$ cat src/rtl/led_atr_settings.svh
// fixed register map of the LED ATR block, one window on the slave control port
// table entries sit at word offsets, channel in addr 11:10, index in addr 9:2
// the CPLD LED register address is fixed, with no run-time relocation

`ifndef LED_ATR_SETTINGS_SVH
`define LED_ATR_SETTINGS_SVH

// control port bus widths
`define CTRLPORT_ADDR_W 20
`define CTRLPORT_DATA_W 32

// --------------------
// register window
`define LED_ATR_REG_BASE 'h2000
`define LED_ATR_REG_SIZE 'h2000
// ATR table region starts at offset 0
`define LED_ATR_STATE_SPAN 'h1000
`define LED_ATR_OPTION_OFFSET 'h1000
`define LED_ATR_DISABLE_OFFSET 'h1004

// --------------------
// table and channel geometry, 256 entries per channel
`define LED_ATR_INDEX_W 8
`define LED_SIZE 3
`define LED_NUM_CH 4

// LED register inside the board CPLD
`define LED_CPLD_REG_ADDR 20'h00000

`endif
$ cat src/rtl/led_atr_pkg.sv
// shared types of the LED ATR block
// status encoding follows the usual control-port response codes

`default_nettype none

`include "led_atr_settings.svh"

package led_atr_pkg;

  // control-port response status
  typedef enum logic [1:0] {
    sts_okay    = 2'b00,
    sts_cmd_err = 2'b01,
    sts_ts_err  = 2'b10,
    sts_slv_err = 2'b11
  } ctrl_status_e;

  // CPLD writer FSM
  typedef enum logic {
    idle     = 1'b0,
    wait_ack = 1'b1
  } writer_state_e;

  // one channel's LEDs
  // bit 0 RX2, bit 1 TX/RX red, bit 2 TX/RX green
  typedef logic [`LED_SIZE-1:0] led_state_t;

endpackage

`default_nettype wire

$ cat src/rtl/led_atr_control.sv
// LED ATR control for a four-channel daughterboard
// db_state change reaches m_ctrlport_req_wr four cycles later when the writer is idle
// CPLD response status and data are not used

`timescale 1ns/1ps
`default_nettype none

`include "led_atr_settings.svh"

module led_atr_control import led_atr_pkg::*; (
  input  logic                          ctrlport_clk,
  input  logic                          ctrlport_rst,
  // slave control port
  input  logic                          s_ctrlport_req_wr,
  input  logic                          s_ctrlport_req_rd,
  input  logic [`CTRLPORT_ADDR_W-1:0]   s_ctrlport_req_addr,
  input  logic [`CTRLPORT_DATA_W-1:0]   s_ctrlport_req_data,
  output logic                          s_ctrlport_resp_ack,
  output ctrl_status_e                  s_ctrlport_resp_status,
  output logic [`CTRLPORT_DATA_W-1:0]   s_ctrlport_resp_data,
  // daughterboard tx/rx state, two bits per channel
  input  logic [`LED_ATR_INDEX_W-1:0]   db_state,
  // master control port toward the CPLD
  output logic                          m_ctrlport_req_wr,
  output logic                          m_ctrlport_req_rd,
  output logic [`CTRLPORT_ADDR_W-1:0]   m_ctrlport_req_addr,
  output logic [`CTRLPORT_DATA_W-1:0]   m_ctrlport_req_data,
  output logic [3:0]                    m_ctrlport_req_byte_en,
  input  logic                          m_ctrlport_resp_ack
);

  // table access from the register block
  logic [`LED_NUM_CH-1:0]      table_wr_en;
  logic [`LED_ATR_INDEX_W-1:0] table_addr;
  led_state_t                  table_wr_data;
  led_state_t [`LED_NUM_CH-1:0] table_rd_data;
  // per-channel scheme bits
  logic [`LED_NUM_CH-1:0]      atr_disable;
  logic [`LED_NUM_CH-1:0]      atr_classic;
  // looked-up LED states
  led_state_t [`LED_NUM_CH-1:0] led_state;

  // --------------------
  // register block
  led_atr_regs i_led_atr_regs (
    .ctrlport_clk           (ctrlport_clk),
    .ctrlport_rst           (ctrlport_rst),
    .s_ctrlport_req_wr      (s_ctrlport_req_wr),
    .s_ctrlport_req_rd      (s_ctrlport_req_rd),
    .s_ctrlport_req_addr    (s_ctrlport_req_addr),
    .s_ctrlport_req_data    (s_ctrlport_req_data),
    .table_rd_data          (table_rd_data),
    .s_ctrlport_resp_ack    (s_ctrlport_resp_ack),
    .s_ctrlport_resp_status (s_ctrlport_resp_status),
    .s_ctrlport_resp_data   (s_ctrlport_resp_data),
    .table_wr_en            (table_wr_en),
    .table_addr             (table_addr),
    .table_wr_data          (table_wr_data),
    .atr_disable            (atr_disable),
    .atr_classic            (atr_classic)
  );

  // --------------------
  // channels, each sees its own db_state pair
  for (genvar n = 0; n < `LED_NUM_CH; n++) begin : g_channel
    led_atr_channel i_led_atr_channel (
      .ctrlport_clk  (ctrlport_clk),
      .table_wr_en   (table_wr_en[n]),
      .table_addr    (table_addr),
      .table_wr_data (table_wr_data),
      .atr_disable   (atr_disable[n]),
      .atr_classic   (atr_classic[n]),
      .db_state      (db_state),
      .db_pair       (db_state[2*n +: 2]),
      .table_rd_data (table_rd_data[n]),
      .led_state     (led_state[n])
    );
  end

  // --------------------
  // CPLD writer
  led_cpld_writer i_led_cpld_writer (
    .ctrlport_clk           (ctrlport_clk),
    .ctrlport_rst           (ctrlport_rst),
    .led_state              (led_state),
    .m_ctrlport_resp_ack    (m_ctrlport_resp_ack),
    .m_ctrlport_req_wr      (m_ctrlport_req_wr),
    .m_ctrlport_req_rd      (m_ctrlport_req_rd),
    .m_ctrlport_req_addr    (m_ctrlport_req_addr),
    .m_ctrlport_req_data    (m_ctrlport_req_data),
    .m_ctrlport_req_byte_en (m_ctrlport_req_byte_en)
  );

endmodule

`default_nettype wire

$ cat src/rtl/led_cpld_writer.sv
// pushes the packed LED word to the CPLD whenever it changes
// one write outstanding at a time, changes during a transfer are not queued
// only the newest word goes out after the ack, response status is ignored

`timescale 1ns/1ps
`default_nettype none

`include "led_atr_settings.svh"

module led_cpld_writer import led_atr_pkg::*; (
  input  logic                          ctrlport_clk,
  input  logic                          ctrlport_rst,
  input  led_state_t [`LED_NUM_CH-1:0]  led_state,
  input  logic                          m_ctrlport_resp_ack,
  output logic                          m_ctrlport_req_wr,
  output logic                          m_ctrlport_req_rd,
  output logic [`CTRLPORT_ADDR_W-1:0]   m_ctrlport_req_addr,
  output logic [`CTRLPORT_DATA_W-1:0]   m_ctrlport_req_data,
  output logic [3:0]                    m_ctrlport_req_byte_en
);

  writer_state_e               state;
  logic [`CTRLPORT_DATA_W-1:0] packed_word;
  logic [`CTRLPORT_DATA_W-1:0] led_word;
  // last word handed to the CPLD
  logic [`CTRLPORT_DATA_W-1:0] sent_word;

  // channel n bit k lands on word bit 3n+k
  always_comb begin
    packed_word = '0;
    for (int n = 0; n < `LED_NUM_CH; n++) begin
      packed_word[`LED_SIZE*n +: `LED_SIZE] = led_state[n];
    end
  end

  // --------------------
  // change detect and FSM
  // --------------------
  always_ff @(posedge ctrlport_clk) begin
    if (ctrlport_rst) begin
      state             <= idle;
      m_ctrlport_req_wr <= 1'b0;
      led_word          <= '0;
      sent_word         <= '0;
    end else begin
      led_word          <= packed_word;
      m_ctrlport_req_wr <= 1'b0;
      case (state)
        idle: begin
          if (led_word != sent_word) begin
            m_ctrlport_req_wr <= 1'b1;
            sent_word         <= led_word;
            state             <= wait_ack;
          end
        end
        wait_ack: begin
          // newest word gets compared again once back in idle
          if (m_ctrlport_resp_ack) begin
            state <= idle;
          end
        end
        default: state <= idle;
      endcase
    end
  end

  // fixed request fields, data held until the next pulse
  assign m_ctrlport_req_rd      = 1'b0;
  assign m_ctrlport_req_addr    = `LED_CPLD_REG_ADDR;
  assign m_ctrlport_req_byte_en = 4'b1111;
  assign m_ctrlport_req_data    = sent_word;

endmodule

`default_nettype wire

$ cat src/rtl/led_atr_channel.sv
// one LED channel, ATR index select plus a 256-entry state table
// table contents are not reset and must be written before use

`timescale 1ns/1ps
`default_nettype none

`include "led_atr_settings.svh"

module led_atr_channel import led_atr_pkg::*; (
  input  logic                        ctrlport_clk,
  input  logic                        table_wr_en,
  input  logic [`LED_ATR_INDEX_W-1:0] table_addr,
  input  led_state_t                  table_wr_data,
  input  logic                        atr_disable,
  input  logic                        atr_classic,
  input  logic [`LED_ATR_INDEX_W-1:0] db_state,
  input  logic [1:0]                  db_pair,
  output led_state_t                  table_rd_data,
  output led_state_t                  led_state
);

  // registered lookup index
  logic [`LED_ATR_INDEX_W-1:0] atr_index;

  // LED states, one per ATR index
  led_state_t state_table [2**`LED_ATR_INDEX_W];

  // --------------------
  // index selection
  // --------------------
  always_ff @(posedge ctrlport_clk) begin
    if (atr_disable) begin
      // single persistent state
      atr_index <= '0;
    end else if (atr_classic) begin
      // only this channel's tx/rx pair
      atr_index <= {{(`LED_ATR_INDEX_W-2){1'b0}}, db_pair};
    end else begin
      // whole daughterboard state
      atr_index <= db_state;
    end
  end

  // --------------------
  // state table
  // --------------------

  // register side, read-first
  always_ff @(posedge ctrlport_clk) begin
    if (table_wr_en) begin
      state_table[table_addr] <= table_wr_data;
    end
    table_rd_data <= state_table[table_addr];
  end

  // lookup side, read only
  always_ff @(posedge ctrlport_clk) begin
    led_state <= state_table[atr_index];
  end

endmodule

`default_nettype wire

$ cat src/rtl/led_atr_regs.sv
// register decoder for the LED ATR window, single-cycle strobes, no back-pressure
// writes ack one cycle after the strobe, reads three cycles after
// addresses outside the window are ignored and never acked

`timescale 1ns/1ps
`default_nettype none

`include "led_atr_settings.svh"

module led_atr_regs import led_atr_pkg::*; (
  input  logic                                ctrlport_clk,
  input  logic                                ctrlport_rst,
  input  logic                                s_ctrlport_req_wr,
  input  logic                                s_ctrlport_req_rd,
  input  logic [`CTRLPORT_ADDR_W-1:0]         s_ctrlport_req_addr,
  input  logic [`CTRLPORT_DATA_W-1:0]         s_ctrlport_req_data,
  input  led_state_t [`LED_NUM_CH-1:0]        table_rd_data,
  output logic                                s_ctrlport_resp_ack,
  output ctrl_status_e                        s_ctrlport_resp_status,
  output logic [`CTRLPORT_DATA_W-1:0]         s_ctrlport_resp_data,
  output logic [`LED_NUM_CH-1:0]              table_wr_en,
  output logic [`LED_ATR_INDEX_W-1:0]         table_addr,
  output led_state_t                          table_wr_data,
  output logic [`LED_NUM_CH-1:0]              atr_disable,
  output logic [`LED_NUM_CH-1:0]              atr_classic
);

  // window bounds
  localparam logic [`CTRLPORT_ADDR_W-1:0] win_lo = `LED_ATR_REG_BASE;
  localparam logic [`CTRLPORT_ADDR_W-1:0] win_hi = `LED_ATR_REG_BASE + `LED_ATR_REG_SIZE;

  // read strobe delay line, lines up with the table output
  logic [1:0]                  rd_pipe;
  logic [`CTRLPORT_ADDR_W-1:0] rd_addr;

  // decode signals
  logic [`CTRLPORT_ADDR_W-1:0] dec_addr;
  logic [`CTRLPORT_ADDR_W-1:0] dec_offset;
  logic                        dec_in_window;
  logic                        dec_is_entry;
  logic                        dec_is_option;
  logic                        dec_is_disable;
  logic [1:0]                  dec_channel;
  ctrl_status_e                dec_status;
  logic [`CTRLPORT_DATA_W-1:0] rd_value;

  // --------------------
  // address decode
  // --------------------

  // write uses the live address, a finishing read its latched one
  assign dec_addr      = s_ctrlport_req_wr ? s_ctrlport_req_addr : rd_addr;
  assign dec_offset    = dec_addr - win_lo;
  assign dec_in_window = (dec_addr >= win_lo) && (dec_addr < win_hi);

  // table entry, word aligned only
  assign dec_is_entry   = dec_in_window && (dec_offset < `LED_ATR_STATE_SPAN) &&
                          (dec_offset[1:0] == 2'b00);
  assign dec_is_option  = dec_in_window && (dec_offset == `LED_ATR_OPTION_OFFSET);
  assign dec_is_disable = dec_in_window && (dec_offset == `LED_ATR_DISABLE_OFFSET);
  // channel sits just above the index bits
  assign dec_channel    = dec_offset[`LED_ATR_INDEX_W+3:`LED_ATR_INDEX_W+2];

  // any other in-window address is a command error
  assign dec_status = (dec_is_entry || dec_is_option || dec_is_disable) ?
                      sts_okay : sts_cmd_err;

  // read-back value, zero extended
  always_comb begin
    rd_value = '0;
    if (dec_is_entry) begin
      rd_value[`LED_SIZE-1:0] = table_rd_data[dec_channel];
    end else if (dec_is_option) begin
      rd_value[`LED_NUM_CH-1:0] = atr_classic;
    end else if (dec_is_disable) begin
      rd_value[`LED_NUM_CH-1:0] = atr_disable;
    end
  end

  // --------------------
  // control state
  // --------------------
  always_ff @(posedge ctrlport_clk) begin
    if (ctrlport_rst) begin
      s_ctrlport_resp_ack <= 1'b0;
      rd_pipe             <= '0;
      table_wr_en         <= '0;
      atr_disable         <= '0;
      atr_classic         <= '0;
    end else begin
      rd_pipe             <= {rd_pipe[0], s_ctrlport_req_rd};
      table_wr_en         <= '0;
      s_ctrlport_resp_ack <= 1'b0;
      if (s_ctrlport_req_wr) begin
        // no ack outside the window
        s_ctrlport_resp_ack <= dec_in_window;
        if (dec_is_entry) begin
          table_wr_en[dec_channel] <= 1'b1;
        end
        if (dec_is_option) begin
          atr_classic <= s_ctrlport_req_data[`LED_NUM_CH-1:0];
        end
        if (dec_is_disable) begin
          atr_disable <= s_ctrlport_req_data[`LED_NUM_CH-1:0];
        end
      end else if (rd_pipe[1]) begin
        s_ctrlport_resp_ack <= dec_in_window;
      end
    end
  end

  // request payload and response contents
  always_ff @(posedge ctrlport_clk) begin
    if (s_ctrlport_req_wr || s_ctrlport_req_rd) begin
      table_addr    <= s_ctrlport_req_addr[`LED_ATR_INDEX_W+1:2];
      table_wr_data <= s_ctrlport_req_data[`LED_SIZE-1:0];
    end
    if (s_ctrlport_req_rd) begin
      rd_addr <= s_ctrlport_req_addr;
    end
    if (s_ctrlport_req_wr || rd_pipe[1]) begin
      s_ctrlport_resp_status <= dec_status;
      // writes return no data
      s_ctrlport_resp_data   <= s_ctrlport_req_wr ? '0 : rd_value;
    end
  end

endmodule

`default_nettype wire

$ cat config.mk
export PLATFORM = sky130hd
export DESIGN_NAME = led_atr_control
export DESIGN_NICKNAME = d
export VERILOG_FILES = /design/src/rtl/led_atr_pkg.sv /design/src/rtl/led_atr_control.sv /design/src/rtl/led_cpld_writer.sv /design/src/rtl/led_atr_channel.sv /design/src/rtl/led_atr_regs.sv
export VERILOG_INCLUDE_DIRS = /design/src /design/src/rtl
export SDC_FILE = /design/constraint.sdc
export NUM_CORES = 2
export LEC_CHECK = 0
export ABC_CLOCK_PERIOD_IN_PS = 16000
export BUFFER_PORTS_ARGS = -buffer_cell sky130_fd_sc_hd__buf_4
export CAP_MARGIN = 30
export CORE_ASPECT_RATIO = 1.5
export CORE_MARGIN = 5
export CORE_UTILIZATION = 35
export DETAILED_ROUTE_END_ITERATION = 10
export PLACE_DENSITY = 0.5
export SETUP_SLACK_MARGIN = 0.15
export SKIP_CTS_REPAIR_TIMING = 1
export SLEW_MARGIN = 20
export SYNTH_ARGS = -nofsm -noshare
export SYNTH_HDL_FRONTEND = slang
export SYNTH_SLANG_ARGS = --single-unit
$ cat constraint.sdc
create_clock -name ctrlport_clk -period 16 [get_ports ctrlport_clk]
set_input_delay 0.8 -clock ctrlport_clk [delete_from_list [all_inputs] [get_ports ctrlport_clk]]
set_output_delay 0.8 -clock ctrlport_clk [all_outputs]
set_load 0.05 [all_outputs]
# --- Word-level counts from Yosys, hierarchy flattened ---
# Memory sizes are Yosys's and may differ from the RTL's. A register that Yosys moved wholly into a read port is not among the register bits.
# Index checks and enable logic that the tools add are counted.
# Widths: inputs -> output; s select.
word_totals:
  register_bits: 178
  output_inout_bits: 93
  elab_cells: 87
  ram_bits: 3072
  mem_count: 4
memory_table:
  columns: ["name", "depth", "word_bits", "rd", "rd_ports_with_merged_regs", "write_ports", "line", "rtl"]
  rows:
  - ["g_channel[0].i_led_atr_channel.state_table", 256, 3, 2, 2, 1, "led_atr_channel.sv:26", "led_state_t state_table [2**`LED_ATR_INDEX_W];"]
  - ["g_channel[1].i_led_atr_channel.state_table", 256, 3, 2, 2, 1, "led_atr_channel.sv:26", null]
  - ["g_channel[2].i_led_atr_channel.state_table", 256, 3, 2, 2, 1, "led_atr_channel.sv:26", null]
  - ["g_channel[3].i_led_atr_channel.state_table", 256, 3, 2, 2, 1, "led_atr_channel.sv:26", null]
classes:
  reduce_logical: 21
  addsub: 1
  muxes: 25
  eq_ne: 3
  bitwise: 3
  order_cmp: 5
ops:
  columns: ["cell", "n"]
  rows:
  - ["$eq 20x13->1 const B", 2]
  - ["$ne 32x32->1", 1]
  - ["$ge 20x14->1 const B", 1]
  - ["$lt 20x13->1 const B", 1]
  - ["$lt 20x15->1 const B", 1]
  - ["$mux 20", 1]
  - ["$sub 20x14->20 const B", 1]
  - ["$mux 1", 14]
  - ["$reduce_or 2->1", 6]
  - ["$mux 4", 2]
  - ["$bmux 3 s2", 1]
  - ["$logic_and 1x1->1", 6]
  - ["$mux 2", 3]
  - ["$mux 3", 2]
  - ["$reduce_and 2->1", 3]
  - ["$logic_or 1x1->1", 4]
  - ["$lt 2x3->1 const B", 1]
  - ["$not 1->1", 3]
  - ["$reduce_or 3->1", 1]
  - ["$demux 1 s2", 1]
  - ["$ge 2x1->1 const B", 1]
  - ["$logic_not 2->1", 1]
  - ["$pmux 1 s2", 1]

# --- Logic depth before layout (Yosys ltp) ---
depth:
  ltp_word: 8
  mapped_depth: 14
  depth_no_buf: 10

# --- Modules after synthesis ---
# A second synthesis with hierarchy kept.
unflattened:
  hier_cells: 8855
  hier_area_um2: 153758.7
by_module_without_submodules:
  columns: ["mod", "area_each_um2", "n_inst", "cells_each"]
  rows:
  - ["led_atr_channel", 37385.9, 4, 2110]
  - ["led_atr_regs", 2498.6, 1, 198]
  - ["led_cpld_writer", 1716.6, 1, 217]

# --- Worst setup path after synthesis ---
# OpenSTA, ideal clock, no wires.
synth_timing:
  path_kind: "register -> register"
  startpoint: "reg i_led_atr_regs.table_wr_data[0]"
  endpoint: "mem g_channel[0].i_led_atr_channel.state_table[0][0] (netlist name), data pin"
  path_buffers: 0
  arrival_time_ps: 12017
  path_slack_ps: 1312
  synth_period_minus_slack_ps: 14688
  stages_incl_launch_ff: 1
  required_ps: 13329
  path_cell_list: "edfxtp_1"
synth_lines:
  columns: ["item", "line", "rtl"]
  rows:
  - ["start: declaration", "led_atr_regs.sv:23", "output led_state_t table_wr_data,"]
  - ["start signal: assignment", "led_atr_regs.sv:116", "table_wr_data <= s_ctrlport_req_data[`LED_SIZE-1:0];"]
  - ["end: declaration", "led_atr_channel.sv:26", null]
# Straight into the memory's write port.

==> impl_metrics.py <==
metrics = {
    "sta": {
        "skew_ns": 0.0523,
        "relSlewSlack_pct": 26.2,
        "rsz0062_at_grt": "false",
        "setup_tns_ns": 0,
        "clock.fmax_mhz": 172,
        "finalCriticalPeriod_ns": 5.80,
        "tightest_slew_ns": 1.11,
        "whs_ns": 0.0512,
        "finalHoldViolCount": 0,
        "drv_slew": 0,
        "timing.final.crit_share_pct": 36.3,
        "setup_viol": 0,
    },
    "synthesis": {
        "synth_edf_count": 3108,
        "synth_seq_area_share_pct": 63.0,
        "yosysWarningCount": 0,
        "synth-seq-cells": 3205,
        "ys_async_sr_fraction_pct": 0,
        "syn_area_per_cell_sq_um": 18.3,
        "synthCells": 8279,
        "ys.flop_type": "edfxtp_1",
        "synthesis.area_sq_mm": 0.151,
        "synth_cell_type_count": 72,
    },
    "worst_hold_path": {
        "hold_class": "in2reg",
    },
    "floorplanning": {
        "ioPinCount": 158,
        "dieArea_sq_mm": 0.445,
        "rows": 295,
        "initial_utilization_pct": 35.1,
        "die_y_um": 815,
        "die_w_um": 547,
        "core_sq_mm": 0.430,
    },
    "pwr": {
        "powerDensity_mw_per_mm2": 115,
        "irDropWorstVdd_v": 0.0000894,
        "leakagePower_nw": 51.0,
        "power_mw": 19.3,
    },
    "global_routing": {
        "grt_max_degree": 257,
        "grt_pass1_vias": 90600,
        "grt-ovfl-total": 0,
        "grt_pass1_wl_mm": 719,
        "track_usage_pct": 22.6,
        "antenna_found_initial": 35,
    },
    "critical_path": {
        "critPathBufInv": 5,
        "crit_chain": "inv_8, buf_4, buf_4, buf_4, buf_4, mux4_2, a21oi_1, nand4_1, or3_1",
        "cp-start-kind": "flip-flop",
        "r2r_setup_slack_ns": 10.20,
        "crit_family": "buffers and inverters",
        "cp-end-kind": "flip-flop",
        "crit_type": "reg2reg",
        "crit_fanout": 48,
        "worstPathRequired_ns": 16.83,
        "critical_path.slowest_cell": "buf_4",
        "crit_path_frequent_cell": "buf_4",
        "slowest_delay_ns": 0.72,
        "arrival_ns": 6.63,
    },
    "clock_tree": {
        "cts_buffers": 317,
        "cts-root-buf": "clkbuf_16",
        "clk_pin_slew_ns": 0.07,
        "cts_tree": "done",
        "insertion_delay_ns": 0.95,
        "ctsLongestPathBuffers": 4,
        "ctsHtreeMaxLevel": 5,
        "clock_sinks": 3205,
    },
    "routing": {
        "vias_per_cell": 6.01,
        "drc": 0,
        "drt-initial-drc-count": 8722,
        "ant_nets": 0,
        "via_count": 85400,
        "drt_pass1_iterations": 5,
        "wire_per_inst_um": 36.4,
        "wirelength_mm": 516,
    },
    "job": {
        "cap_violations": 0,
    },
    "outcome": {
        "run_status": "finished clean",
    },
    "cells_and_area": {
        "final_nets": 8283,
        "final_cell_area_sq_mm": 0.169,
        "layout-drive-gt1-share_pct": 29.8,
        "syn_to_final_growth_pct": 11.5,
        "final_util_pct": 39.2,
    },
    "placed_design": {
        "port_buffers": 55,
        "hpwlAfterDp_mm": 334,
        "postPlaceCellArea_sq_mm": 0.158,
        "gp_congestion": 0.833,
    },
}
## flip-flops by register name, indices dropped and copies added, names as in the netlist
name                                       count
i_led_atr_regs.s_ctrlport_resp_ack             1
i_led_atr_regs.s_ctrlport_resp_data            4
g_channel.i_led_atr_channel.state_table     3072
i_led_cpld_writer.m_ctrlport_req_data         12
i_led_cpld_writer.state                        1
i_led_atr_regs.table_wr_data                   3
i_led_atr_regs.s_ctrlport_resp_status          1
g_channel.i_led_atr_channel.atr_index         32
g_channel.i_led_atr_channel.table_rd_data     12
i_led_cpld_writer.led_word                    12
i_led_atr_regs.atr_classic                     4
i_led_atr_regs.table_addr                      8
i_led_atr_regs.rd_pipe                         2
i_led_atr_regs.atr_disable                     4
i_led_atr_regs.rd_addr                        20
g_channel.i_led_atr_channel.led_state         12
i_led_cpld_writer.m_ctrlport_req_wr            1
i_led_atr_regs.table_wr_en                     4
## through the flow
stage / setup WS [ns] / instances
after floorplan: 1.31 / 8351
after global placement: 9.60 / 13500
after detailed placement: 10.02 / 13500
after CTS: 9.99 / 14100
after global routing: 10.11 / 14200
final: 10.20 / 14200
## power by group
part / leakage, nW / internal [mW] / switching [mW]
Combinational: 17.2 / 0.764 / 1.39
Clock: 5.08 / 4.41 / 3.36
Sequential: 28.8 / 9.33 / 0.0795
## Yosys cell counts (all sizes together), types with 3 or more instances
cell type	n	area, sq um
nand2b	38	238
o41ai	3	26.3
dfxtp	97	1940
a21o	5	37.5
a22o	36	315
a22oi	153	1150
or3	17	106
nor3	36	180
a21oi	119	596
o221ai	42	368
nor2b	61	382
and3	4	25.0
a311oi	9	78.8
o21ai	36	180
edfxtp	3108	93300
o32ai	14	123
mux2	16	180
a221oi	29	254
clkbuf	324	1220
nor4	34	213
mux2i	279	2790
o311ai	17	149
xor2	12	105
o2111ai	7	61.3
nand4	20	125
a211o	3	26.3
a2111oi	21	184
or4	3	22.5
a31oi	16	100
buf	446	2740
nor2	1146	4300
o22ai	85	532
mux4	1649	37100
nand3b	3	22.5
nor3b	4	30.0
nand3	54	275
inv	14	52.6
o22a	3	26.3
or2	9	56.3
and2	37	231
o211ai	12	90.1
a211oi	18	135
o31ai	8	60.1
nand2	206	773
## logic make-up (layout without fill, tap and decap cells)
kind of cell	Yosys count	count (layout)	share of synthesized area, %
xor+xnor	13	13	0.0753
flops	3205	3205	63.0
mux	1944	1944	26.5
fa+ha+maj	2	2	0.0165
other cells	2	168	0.00497
simple gates	1679	1679	4.66
buf+inv	786	900	2.66
compound gates	648	648	3.04
## placed cells by master, fill, tap and decap left out, types with 17 or more instances in the layout
cell,Yosys,routed
clkinv_2,0,46
clkinv_1,2,47
mux4_2,1649,1649
a221oi_1,29,29
conb_1,2,74
nor4_1,34,34
clkbuf_8,0,17
nor2_1,1146,1127
o22ai_1,85,85
buf_12,0,23
nor3_1,36,36
a211oi_1,18,18
dfxtp_1,97,76
or3_1,17,17
a21oi_1,119,119
nand2b_1,38,38
edfxtp_1,3108,3108
buf_4,163,268
bufinv_16,0,37
clkbuf_1,323,61
diode_2,0,94
nand4_1,20,20
o221ai_1,42,42
a2111oi_0,21,20
clkbuf_16,0,325
mux2i_1,279,278
a22o_1,36,36
nand2_1,206,197
nand3_1,53,48
nor2b_1,61,55
o21ai_0,34,34
and2_1,36,36
a22oi_1,153,153
## per-layer routing
layer | part of all wire (%) | vias up | global-route usage [%]
met5 | 0.021 | - | 0
met3 | 6.0 | 888 | 3.22
met4 | 5.4 | 18 | 10.1
met2 | 53 | 3372 | 41.1
met1 | 36 | 46600 | 26.5
li1 | - | 34400 | -
## layout make-up
cell class | count | area, sq um
Antenna cell | 94 | 235
Fill cell | 38800 | 262000
Multi-Input combinational cell | 4360 | 52500
Sequential cell | 3205 | 95300
Timing Repair Buffer | 316 | 2980
Tap cell | 5643 | 7060
Inverter | 16 | 67.6
Clock inverter | 165 | 1830
Clock buffer | 403 | 8600
## worst paths after layout
kind                                          start                                                      end  depth (start not counted)
max          i_led_atr_regs.table_addr[3]$_DFFE_PP_  g_channel[0].i_led_atr_channel.table_rd_data[1]$_DFF_P_                          9
max reg2reg  i_led_atr_regs.table_addr[3]$_DFFE_PP_  g_channel[0].i_led_atr_channel.table_rd_data[1]$_DFF_P_                          9
min                         s_ctrlport_req_addr[11]                 i_led_atr_regs.table_wr_en[1]$_SDFF_PP0_                          2
min reg2reg    i_led_atr_regs.rd_pipe[0]$_SDFF_PP0_                     i_led_atr_regs.rd_pipe[1]$_SDFF_PP0_                          1
Note: power is estimated with default switching activity, not from simulation.
